**config.mk**
```make
export PLATFORM = sky130hd
export DESIGN_NAME = cakegame_top
export DESIGN_NICKNAME = d
export VERILOG_FILES = /design/src/common/cakegame_pkg.sv /design/src/common/cakegame_bus_pkg.sv /design/src/rtl/cakegame_uc.sv /design/src/rtl/cakegame_regs.sv /design/src/datapath/cakegame_datapath.sv /design/src/rtl/cakegame_top.sv
export VERILOG_INCLUDE_DIRS = /design/src /design/src/common
export SDC_FILE = /design/constraint.sdc
export NUM_CORES = 1
export LEC_CHECK = 0
export BUFFER_PORTS_ARGS = -buffer_cell sky130_fd_sc_hd__buf_2
export CAP_MARGIN = 30
export CORE_UTILIZATION = 55
export DETAILED_ROUTE_END_ITERATION = 10
export GPL_TIMING_DRIVEN = 1
export PLACE_DENSITY = 0.74
export REMOVE_ABC_BUFFERS = 1
export SLEW_MARGIN = 10
export SYNTH_ARGS = -nofsm -noshare
export SYNTH_HDL_FRONTEND = slang
export SYNTH_SLANG_ARGS = --single-unit
```
**constraint.sdc**
```tcl
create_clock -name clock -period 2.72 [get_ports clock]
set_input_delay 0.408 -clock clock [delete_from_list [all_inputs] [get_ports clock]]
set_output_delay 0.408 -clock clock [all_outputs]
set_load 0.1 [all_outputs]
```
**src/common/cakegame_config.svh**
```systemverilog
`ifndef CAKEGAME_CONFIG_SVH
`define CAKEGAME_CONFIG_SVH

`define CAKE_PLAY_W   4
`define CAKE_DEPTH    16
`define CAKE_ADDR_W   4
`define CAKE_TIME_W   16
`define CAKE_POINTS_W 5

// word addresses on the cpu port
`define CAKE_REG_CTRL     5'd0
`define CAKE_REG_LEN      5'd1
`define CAKE_REG_SHOW     5'd2
`define CAKE_REG_TOUT     5'd3
`define CAKE_REG_STATUS   5'd4
`define CAKE_REG_MEM_BASE 5'd16

`endif

```
**src/common/cakegame_pkg.sv**
```systemverilog
`default_nettype none

`include "cakegame_config.svh"

package cakegame_pkg;

    typedef logic [`CAKE_PLAY_W-1:0]   play_t;
    typedef logic [`CAKE_ADDR_W-1:0]   seq_addr_t;
    typedef logic [`CAKE_ADDR_W:0]     seq_len_t;   // 1 up to depth
    typedef logic [`CAKE_TIME_W-1:0]   time_t;
    typedef logic [`CAKE_POINTS_W-1:0] points_t;

    typedef enum logic [3:0] {
        idle          = 4'h0,
        preparation   = 4'h1,
        show_play     = 4'h2,
        show_interval = 4'h3,
        next_show     = 4'h4,
        initiate_play = 4'h5,
        wait_play     = 4'h6,
        register_play = 4'h7,
        compare_play  = 4'h8,
        next_play     = 4'h9,
        end_state     = 4'hF
    } ctl_state_t;

    typedef enum logic [1:0] {
        blank = 2'b00,
        show  = 2'b01,
        echo  = 2'b10
    } out_sel_t;

    typedef struct packed {
        logic     clear_reg;
        logic     enable_reg;
        logic     clear_mem_counter;
        logic     enable_mem_counter;
        logic     clear_show_counter;
        logic     enable_show_counter;
        logic     enable_timeout_counter;
        logic     clear_points_counter;
        logic     enable_points_counter;
        out_sel_t out_sel;
    } ctl_t;

    typedef struct packed {
        logic end_mem_counter;
        logic correct_play;
        logic has_play;
        logic half_show;
        logic end_show;
        logic timeout;
    } dp_status_t;

    typedef struct packed {
        seq_len_t seq_len;
        time_t    show_time;
        time_t    timeout_limit;
    } cfg_t;

    typedef struct packed {
        logic      valid;
        seq_addr_t address;
        play_t     play;
    } mem_wr_t;

endpackage

`default_nettype wire

```
**src/common/cakegame_bus_pkg.sv**
```systemverilog
`default_nettype none

package cakegame_bus_pkg;

    typedef logic [4:0]  wb_adr_t;   // word address
    typedef logic [15:0] wb_dat_t;

    // master side, held until ack
    typedef struct packed {
        logic    cyc;
        logic    stb;
        logic    we;
        wb_adr_t adr;
        wb_dat_t dat_w;
    } wb_req_t;

    typedef struct packed {
        logic    ack;
        wb_dat_t dat_r;
    } wb_rsp_t;

endpackage

`default_nettype wire

```
**src/rtl/cakegame_uc.sv**
```systemverilog
`timescale 1ns/1ps
`default_nettype none

module cakegame_uc (
    input  wire logic                     clock,
    input  wire logic                     reset,
    input  wire logic                     start,
    input  wire cakegame_pkg::dp_status_t status,
    output cakegame_pkg::ctl_t            ctl,
    output logic                          finished,
    output cakegame_pkg::ctl_state_t      state
);

    cakegame_pkg::ctl_state_t state_q;
    cakegame_pkg::ctl_state_t state_d;

    always_ff @(posedge clock or posedge reset) begin
        if (reset) begin
            state_q <= cakegame_pkg::idle;
        end else begin
            state_q <= state_d;
        end
    end

    always_comb begin
        state_d = state_q;
        case (state_q)
            cakegame_pkg::idle, cakegame_pkg::end_state: begin
                if (start) begin
                    state_d = cakegame_pkg::preparation;
                end
            end
            cakegame_pkg::preparation:   state_d = cakegame_pkg::show_play;
            cakegame_pkg::show_play: begin
                if (status.half_show) begin
                    state_d = cakegame_pkg::show_interval;
                end
            end
            cakegame_pkg::show_interval: begin
                if (status.end_show) begin
                    state_d = cakegame_pkg::next_show;
                end
            end
            cakegame_pkg::next_show: begin
                state_d = status.end_mem_counter ? cakegame_pkg::initiate_play
                                                 : cakegame_pkg::show_play;
            end
            cakegame_pkg::initiate_play: state_d = cakegame_pkg::wait_play;
            cakegame_pkg::wait_play: begin
                if (status.has_play) begin
                    state_d = cakegame_pkg::register_play;
                end else if (status.timeout) begin
                    state_d = cakegame_pkg::end_state;   // player gave up
                end
            end
            cakegame_pkg::register_play: state_d = cakegame_pkg::compare_play;
            cakegame_pkg::compare_play:  state_d = cakegame_pkg::next_play;
            cakegame_pkg::next_play: begin
                state_d = status.end_mem_counter ? cakegame_pkg::end_state
                                                 : cakegame_pkg::wait_play;
            end
            default:                     state_d = cakegame_pkg::idle;
        endcase
    end

    // commands decoded from the current state
    always_comb begin
        ctl = '0;
        ctl.out_sel = cakegame_pkg::blank;
        case (state_q)
            cakegame_pkg::preparation: begin
                ctl.clear_reg            = 1'b1;
                ctl.clear_mem_counter    = 1'b1;
                ctl.clear_show_counter   = 1'b1;
                ctl.clear_points_counter = 1'b1;
            end
            cakegame_pkg::show_play: begin
                ctl.enable_show_counter = 1'b1;
                ctl.out_sel             = cakegame_pkg::show;
            end
            cakegame_pkg::show_interval: ctl.enable_show_counter = 1'b1;
            cakegame_pkg::next_show:     ctl.enable_mem_counter  = 1'b1;
            cakegame_pkg::initiate_play: ctl.clear_mem_counter   = 1'b1;   // rewind for play
            cakegame_pkg::wait_play: begin
                ctl.enable_timeout_counter = 1'b1;
                ctl.out_sel                = cakegame_pkg::echo;
            end
            cakegame_pkg::register_play: begin
                ctl.enable_reg = 1'b1;
                ctl.out_sel    = cakegame_pkg::echo;
            end
            cakegame_pkg::compare_play:  ctl.out_sel = cakegame_pkg::echo;
            cakegame_pkg::next_play: begin
                ctl.enable_mem_counter    = 1'b1;
                ctl.enable_points_counter = status.correct_play;
                ctl.out_sel               = cakegame_pkg::echo;
            end
            default: begin
            end
        endcase
    end

    assign finished = (state_q == cakegame_pkg::end_state);
    assign state    = state_q;

endmodule

`default_nettype wire

```
**src/rtl/cakegame_regs.sv**
```systemverilog
`timescale 1ns/1ps
`default_nettype none

`include "cakegame_config.svh"

module cakegame_regs (
    input  wire logic                      clock,
    input  wire logic                      reset,
    input  wire cakegame_bus_pkg::wb_req_t wb_req,
    output cakegame_bus_pkg::wb_rsp_t      wb_rsp,
    output cakegame_pkg::cfg_t             cfg,
    output cakegame_pkg::mem_wr_t          mem_wr,
    output logic                           start,
    input  wire cakegame_pkg::ctl_state_t  state,
    input  wire logic                      finished,
    input  wire cakegame_pkg::points_t     points
);

    logic                      ack;
    logic                      access;
    logic                      wr_access;
    logic                      mem_sel;
    cakegame_pkg::seq_len_t    seq_len;
    cakegame_pkg::time_t       show_time;
    cakegame_pkg::time_t       timeout_limit;
    cakegame_bus_pkg::wb_dat_t rd_data;
    cakegame_bus_pkg::wb_dat_t dat_r;
    logic                      mem_valid;
    cakegame_pkg::seq_addr_t   mem_addr;
    cakegame_pkg::play_t       mem_play;

    assign access    = wb_req.cyc & wb_req.stb & ~ack;   // one wait cycle per access
    assign wr_access = access & wb_req.we;
    assign mem_sel   = (wb_req.adr >= `CAKE_REG_MEM_BASE);

    always_ff @(posedge clock or posedge reset) begin
        if (reset) begin
            ack           <= 1'b0;
            start         <= 1'b0;
            mem_valid     <= 1'b0;
            seq_len       <= 5'd4;
            show_time     <= 16'd8;
            timeout_limit <= 16'd200;
        end else begin
            ack       <= access;
            start     <= wr_access && (wb_req.adr == `CAKE_REG_CTRL) && wb_req.dat_w[0];
            mem_valid <= wr_access && mem_sel;
            if (wr_access) begin
                case (wb_req.adr)
                    `CAKE_REG_LEN:  seq_len       <= cakegame_pkg::seq_len_t'(wb_req.dat_w);
                    `CAKE_REG_SHOW: show_time     <= wb_req.dat_w;
                    `CAKE_REG_TOUT: timeout_limit <= wb_req.dat_w;
                    default: begin
                    end
                endcase
            end
        end
    end

    always_ff @(posedge clock) begin
        if (access) begin
            dat_r <= rd_data;
        end
        if (wr_access) begin
            mem_addr <= cakegame_pkg::seq_addr_t'(wb_req.adr - `CAKE_REG_MEM_BASE);
            mem_play <= cakegame_pkg::play_t'(wb_req.dat_w);
        end
    end

    always_comb begin
        rd_data = '0;
        case (wb_req.adr)
            `CAKE_REG_LEN:  rd_data = cakegame_bus_pkg::wb_dat_t'(seq_len);
            `CAKE_REG_SHOW: rd_data = show_time;
            `CAKE_REG_TOUT: rd_data = timeout_limit;
            `CAKE_REG_STATUS: begin
                rd_data[`CAKE_POINTS_W-1:0] = points;
                rd_data[11:8]               = state;
                rd_data[15]                 = finished;
            end
            default: begin
            end
        endcase
    end

    assign wb_rsp.ack        = ack;
    assign wb_rsp.dat_r      = dat_r;
    assign cfg.seq_len       = seq_len;
    assign cfg.show_time     = show_time;
    assign cfg.timeout_limit = timeout_limit;
    assign mem_wr.valid      = mem_valid;
    assign mem_wr.address    = mem_addr;
    assign mem_wr.play       = mem_play;

endmodule

`default_nettype wire

```
**src/datapath/cakegame_datapath.sv**
```systemverilog
`timescale 1ns/1ps
`default_nettype none

`include "cakegame_config.svh"

module cakegame_datapath (
    input  wire logic                  clock,
    input  wire logic                  reset,
    input  wire cakegame_pkg::ctl_t    ctl,
    input  wire cakegame_pkg::cfg_t    cfg,
    input  wire cakegame_pkg::mem_wr_t mem_wr,
    input  wire cakegame_pkg::play_t   buttons,
    output cakegame_pkg::dp_status_t   status,
    output cakegame_pkg::points_t      points,
    output cakegame_pkg::play_t        leds
);

    cakegame_pkg::play_t     seq_mem [`CAKE_DEPTH];
    cakegame_pkg::seq_addr_t addr;
    cakegame_pkg::play_t     cur_play;
    cakegame_pkg::time_t     show_cnt;
    cakegame_pkg::time_t     tout_cnt;
    cakegame_pkg::play_t     buttons_q;
    cakegame_pkg::play_t     press_q;
    cakegame_pkg::play_t     play_reg;
    logic                    rise;
    logic                    has_play_q;
    logic                    end_mem;
    logic                    half_show;
    logic                    end_show;

    always_ff @(posedge clock) begin
        if (mem_wr.valid) begin
            seq_mem[mem_wr.address] <= mem_wr.play;
        end
    end

    assign cur_play = seq_mem[addr];

    always_ff @(posedge clock or posedge reset) begin
        if (reset) begin
            addr <= '0;
        end else if (ctl.clear_mem_counter) begin
            addr <= '0;
        end else if (ctl.enable_mem_counter) begin
            addr <= addr + 1'b1;
        end
    end

    assign end_mem = ({1'b0, addr} == cfg.seq_len - 1'b1);

    // wraps at end of period so every play gets a full show
    always_ff @(posedge clock or posedge reset) begin
        if (reset) begin
            show_cnt <= '0;
        end else if (ctl.clear_show_counter) begin
            show_cnt <= '0;
        end else if (ctl.enable_show_counter) begin
            show_cnt <= end_show ? '0 : show_cnt + 1'b1;
        end
    end

    assign half_show = (show_cnt == (cfg.show_time >> 1));
    assign end_show  = (show_cnt == cfg.show_time - 1'b1);

    always_ff @(posedge clock or posedge reset) begin
        if (reset) begin
            tout_cnt <= '0;
        end else if (!ctl.enable_timeout_counter) begin
            tout_cnt <= '0;
        end else begin
            tout_cnt <= tout_cnt + 1'b1;
        end
    end

    assign rise = |(buttons & ~buttons_q);   // any button going down

    always_ff @(posedge clock or posedge reset) begin
        if (reset) begin
            buttons_q  <= '0;
            has_play_q <= 1'b0;
        end else begin
            buttons_q  <= buttons;
            has_play_q <= rise;
        end
    end

    always_ff @(posedge clock) begin
        if (rise) begin
            press_q <= buttons;
        end
    end

    always_ff @(posedge clock or posedge reset) begin
        if (reset) begin
            play_reg <= '0;
            points   <= '0;
            leds     <= '0;
        end else begin
            if (ctl.clear_reg) begin
                play_reg <= '0;
            end else if (ctl.enable_reg) begin
                play_reg <= press_q;
            end
            if (ctl.clear_points_counter) begin
                points <= '0;
            end else if (ctl.enable_points_counter) begin
                points <= points + 1'b1;
            end
            case (ctl.out_sel)
                cakegame_pkg::show: leds <= cur_play;
                cakegame_pkg::echo: leds <= play_reg;
                default:            leds <= '0;
            endcase
        end
    end

    assign status = '{
        end_mem_counter: end_mem,
        correct_play:    (play_reg == cur_play),
        has_play:        has_play_q,
        half_show:       half_show,
        end_show:        end_show,
        timeout:         (tout_cnt == cfg.timeout_limit)
    };

endmodule

`default_nettype wire

```
**src/rtl/cakegame_top.sv**
```systemverilog
`timescale 1ns/1ps
`default_nettype none

module cakegame_top (
    input  wire logic                      clock,
    input  wire logic                      reset,
    input  wire cakegame_bus_pkg::wb_req_t wb_req,
    output cakegame_bus_pkg::wb_rsp_t      wb_rsp,
    input  wire cakegame_pkg::play_t       buttons,
    output cakegame_pkg::play_t            leds,
    output logic                           finished
);

    cakegame_pkg::cfg_t       cfg;
    cakegame_pkg::mem_wr_t    mem_wr;
    cakegame_pkg::ctl_t       ctl;
    cakegame_pkg::dp_status_t status;
    cakegame_pkg::ctl_state_t state;
    cakegame_pkg::points_t    points;
    logic                     start;

    cakegame_regs regs0 (
        .clock    (clock),
        .reset    (reset),
        .wb_req   (wb_req),
        .wb_rsp   (wb_rsp),
        .cfg      (cfg),
        .mem_wr   (mem_wr),
        .start    (start),
        .state    (state),
        .finished (finished),
        .points   (points)
    );

    cakegame_uc uc0 (
        .clock    (clock),
        .reset    (reset),
        .start    (start),
        .status   (status),
        .ctl      (ctl),
        .finished (finished),
        .state    (state)
    );

    cakegame_datapath dp0 (
        .clock   (clock),
        .reset   (reset),
        .ctl     (ctl),
        .cfg     (cfg),
        .mem_wr  (mem_wr),
        .buttons (buttons),
        .status  (status),
        .points  (points),
        .leds    (leds)
    );

endmodule

`default_nettype wire

```
# Word-level counts from Yosys, hierarchy flattened
# Memory sizes are Yosys's and may differ from the RTL's.
# Cells that the tools add are included.
# totals
memories,1
ram_bits,64
regBits,126
elab_cells,112
input_bits,30
# classes
n_bitwise,6
n_mux,34
addsub,7
n_eq_ne,25
reduce_logical,19
order_cmp,1
# memory_table
memory,depth,word_bits,rd,rd_ports_with_merged_regs,wr,line,source
dp0.seq_mem,16,4,1,0,1,cakegame_datapath.sv:18,cakegame_pkg::play_t seq_mem [`CAKE_DEPTH];
# ops
cell,count
$mux 16,4
$mux 4,10
$pmux 4 s10,1
$add 16x1->16 const B,2
$eq 16x16->1,2
$pmux 5 s4,1
$eq 16x15->1,1
$eq 4x3->1 const B,4
$sub 16x1->16 const B,1
$eq 4x4->1 const B,3
$pmux 3 s2,2
$pmux 4 s3,1
$eq 5x2->1 const B,2
$mux 5,2
$mux 1,9
$eq 4x2->1 const B,2
$pmux 4 s2,1
$reduce_bool 2->1,4
$reduce_or 2->1,4
$reduce_or 4->1,2
$reduce_and 2->1,3
$add 5x1->5 const B,1
$eq 4x5->1,1
$eq 5x1->1 const B,1
23 further kinds,28

# Longest topological paths before layout
# logic_depth
depth_word,5
ltp_mapped,12
ltp_nobuf,9

# Cells and area by module
# Synthesis repeated with hierarchy kept, for this count alone.
# hier_totals
cells_unflattened,728
area_unflattened_um2,9242.6
# by_module_without_submodules
mod,cells_per_inst,n_inst,area_each_um2,seq_area_each_um2
cakegame_datapath,508,1,6234.7,3393.3
cakegame_regs,160,1,2532.4,1727.9
cakegame_uc,60,1,475.5,100.1

# Worst setup path after synthesis
# OpenSTA, ideal clock, no wires.
# synth_path
path_type,register -> register
startpoint,"reg uc0.state_q[2], in the netlist uc0.state[2]"
endpoint,"reg uc0.state_q[0], in the netlist uc0.state[0]"
setup_slack_ns,-0.143
stages_incl_launch_ff,9
setup_ns,0.124
path_buffers,1
synth_period_minus_slack_ns,2.863
t_arrival_ns,2.739
cell_sequence,dfrtp_1 -> clkbuf_1 -> and2_1 -> and3_1 -> a31oi_1 -> o32ai_1 -> nand2b_1 -> mux2_2 -> a211o_1
# synth_between
elab_chain_cells,4
# synth_lines
item,line,source
"start, declared",cakegame_uc.sv:14,cakegame_pkg::ctl_state_t state_q;
"start signal, assigned",cakegame_uc.sv:19,state_q <= cakegame_pkg::idle;
"start signal, assigned",cakegame_uc.sv:21,state_q <= state_d;
$eq 4x4->1 *,--,
net finished,cakegame_top.sv:11,output logic finished
$reduce_or 2->1 *,cakegame_uc.sv:27,case (state_q)
$ne 2x2->1 (no line),--,
$reduce_and 4->1 (no line),--,
# Mark *: on every way through the listed nets, which the timed path passes. The rest lies on a longest branch.
# A chain may end at the register's enable or synchronous reset.

# Worst setup path in the final report
# layout_path
startpoint,reg dp0.addr[0]
endpoint,reg dp0.points[0]
# layout_between
elab_chain_cells,4
# layout_lines
item,line,source
"start, declared",cakegame_datapath.sv:19,cakegame_pkg::seq_addr_t addr;
"start signal, assigned",cakegame_datapath.sv:46,addr <= addr + 1'b1;
$mem_v2 16x4,--,
$eq 4x4->1,cakegame_datapath.sv:120,"correct_play: (play_reg == cur_play),"
$mux 1,cakegame_uc.sv:70,case (state_q)
$reduce_bool 2->1 (no line),--,
"end signal, assigned",cakegame_datapath.sv:108,points <= points + 1'b1;
"end, declared",cakegame_datapath.sv:14,"output cakegame_pkg::points_t points,"
# No other way between the ends.

==> run metrics <==
final setup violation count 5; number of antenna violations at the first check in global routing 0; CP delay by family, top multiplexers; # clock sinks 190; worst slew margin relative to its limit 0.4582; remaining antenna violation count 0; wire length of the first global-routing pass 36350 um; Area contributors post-synth sky130_fd_sc_hd__edfxtp_1 (29%), sky130_fd_sc_hd__dfrtp_1 (25%), sky130_fd_sc_hd__mux2_2 (5.4%); Hold EP dp0.buttons_q[1]; final hold vios 0; area of combinational cells with multiple inputs 4075 sq um; max reg flops 64; result of the run finished, violations left; Overall Global Routing Usage 0.2715; Cells on Worst Hold Path 1; final-layout fill cell count 1216; number of vias in the routed layout 6855; Cell Pwr Density 798.4 nW/um^2; Crit. End Element register; cell accounting for the most synthesized area sky130_fd_sc_hd__edfxtp_1; worst min-delay path startpoint buttons[1]; placed wire-length estimate after detailed placement 16330 um; worst reg-to-reg path cell count 8; number of nets in the layout 929; Critical Path Start Type register; Routed wire per std cell 20.68 um; area of the core region 16700 sq um; total gr overflow 0; DRC marker count from the first detailed-route iteration 919; class of the most critical setup path register to register; CP Depth 8; largest net degree at the start of global routing 61; flops & latches, synth 190; cell-by-cell listing of the critical path buf_12 -> mux4_2 -> mux4_2 -> xnor2_2 -> o211ai_1 -> buf_4 -> or3_4 -> a21oi_2; max frequency 0.3559 GHz; sequential standard cell area 5221 sq um; register containing the most flip-flops in the final layout dp0.seq_mem; number of pins with negative max-slew slack in the final report 0; Root Driver sky130_fd_sc_hd__clkbuf_16; Longest Clk Path Bufs 2; distinct cell type count of the synthesized netlist 67; # diodes 0; Final Hold Slack 111.6 ps; setup slack of the worst register-to-register path -90 ps; DIE HEIGHT 133.1 um; later-pin clock latency in the skew report 450 ps; top flip-flop cell by instance count after synthesis sky130_fd_sc_hd__dfrtp_1; post-route setup slack -90.06 ps; required time of the critical path 3100 ps; port buffer count 51; CTS tree done; max cap viols 0; hold bufs inserted after CTS 0; die area 17710 sq um; clock skew 15.82 ps; clock edge transition at the registers on the reported setup and hold paths 80 ps; mean instance size in the synthesized netlist 11.68 sq um; data arrival at the endpoint of the critical path 3190 ps; class of the worst hold path input port to register; P_leak 4.672 nW; fraction of layout cells with a size suffix above 1 0.2832; transition time at the pin with the least slew margin 812.6 ps; area share of the largest cell type after synthesis 0.2924; per-cell via count in the routed design 6.099; count of H-tree levels built during CTS 4; count of pins on the block boundary 52; initial core utilization 0.5658; synthesis-to-finish area growth 17.99%; combined area of all synthesized cells 9449 sq um; minimum clock period 2810 ps; post-synthesis instance total 809; worst flop-to-flop path endpoint dp0.points[0]; Worst path slowest cell sky130_fd_sc_hd__mux4_2; register area share after synthesis 0.5526; Routed WL 23250 um; Chip Width 133.1 um; Slowest Stage Delay on Critical Path 570 ps; launching point of the worst reg2reg path dp0.addr[0]; Inserted Clock Buffers 17; number of synthesized flops with an enable pin 92; failing checks setup timing; Max Fanout on Critical Path 6; commonest cells in the synthesized netlist sky130_fd_sc_hd__dfrtp_1 (93), sky130_fd_sc_hd__edfxtp_1 (92), sky130_fd_sc_hd__nor2_1 (66); number of rows created at floorplan 47; Total Power Consumption 0.008901 W; final clock period utilization by the worst path 1.033; drt pass-1 iters 7; DRC violation count after routing 0; async set-reset flop share out of synthesis 0.5158; peak supply drop 908.1 uV; Syn. warnings 0; critical path buffer and inverter count 2; most common cell in the synthesized netlist sky130_fd_sc_hd__dfrtp_1; CP dominant cell by count sky130_fd_sc_hd__mux4_2; RSZ-0062 raised after global routing yes; final weighted congestion in routability-driven placement 0.8850; via count of the first global-routing pass 6747
[kinds of logic after synthesis]
| group | share of synthesized area |
|---|---|
| muxes | 0.09733 |
| DFF | 0.5526 |
| xor gates and xnor gates | 0.06952 |
| AOI/OAI and AO/OA | 0.08779 |
| buffers and inverters | 0.03694 |
| adders and majority gates | 0.01059 |
| and+or+nand+nor | 0.1453 |
[power breakdown]
part | internal (W) | switching (W)
registers | 0.00320 | 0.000335
clock network | 0.00133 | 0.00121
logic | 0.00121 | 0.00162
total | 0.00574 | 0.00316
[per-stage QoR]
| stage | TNS, ps | util | instance area (sq um) | setup WS [ps] | cells |
|---|---|---|---|---|---|
| after floorplan | -34030 | - | 9198 | -384.8 | 752 |
| after global placement | -7.621 | 0.6111 | 10210 | -7.621 | 1081 |
| after detailed placement | -149.4 | 0.6116 | 10210 | -59.42 | 1082 |
| after CTS | -0.9381 | 0.6513 | 10880 | -0.9381 | 1117 |
| after global routing | -987.7 | 0.6676 | 11150 | -154.2 | 1124 |
| final | -282.3 | 0.6676 | 11150 | -90.06 | 1124 |
[worst reg2reg max path: stages, from the launching register on]
cell and delay, ps:
sky130_fd_sc_hd__dfrtp_1 400, sky130_fd_sc_hd__buf_12 140, sky130_fd_sc_hd__mux4_2 500, sky130_fd_sc_hd__mux4_2 570, sky130_fd_sc_hd__xnor2_2 210, sky130_fd_sc_hd__o211ai_1 250, sky130_fd_sc_hd__buf_4 230, sky130_fd_sc_hd__or3_4 330
sky130_fd_sc_hd__a21oi_2 110
[per-layer routing]
metal | up-vias | routed length, um | track usage
li1 | 3140 | - | -
met1 | 3408 | 9982 | 0.3813
met2 | 275 | 11330 | 0.4299
met3 | 32 | 1627 | 0.06054
met4 | 0 | 302 | 0.06897
met5 | - | 0 | 0
[timing repair]
item	4_1_cts	5_1_grt
buffers inserted	3	6
gates cloned	0	1
gates resized for setup	3	40
endpoints found under the setup margin	5	15
pin swaps	1	21
[cell type report]
cell class	count	area share
Sequential cell	190	0.4683
Tap cell	220	0.02469
Multi-Input combinational cell	536	0.3655
Clock inverter	15	0.01683
Timing Repair Buffer	120	0.07754
Inverter	26	0.008978
Clock buffer	17	0.03816
[cells in the final DEF (no fill, tap or decap), drive strengths merged, types with 21 or more instances in the layout]
cell type and count:
dfrtp 93, xnor2 45, o21ai 21, nand3 34, buf 119, mux2 45, nor3 23, xor2 30
edfxtp 92, nor2 67, nand2 60, inv 35
[worst max-delay path by stage]
stage	start	end	slack [ps]
5_1_grt	dp0.addr[0]	dp0.points[0]	-150
6_report	dp0.addr[0]	dp0.points[0]	-90
3_5_place_dp	regs0.show_time[6]	dp0.show_cnt[9]	-60
3_3_place_gp	regs0.show_time[6]	dp0.show_cnt[9]	-8
2_1_floorplan	dp0.addr[0]	dp0.points[3]	-380
4_1_cts	dp0.addr[0]	dp0.points[0]	-0.9
(Power assumes the default switching activity.)
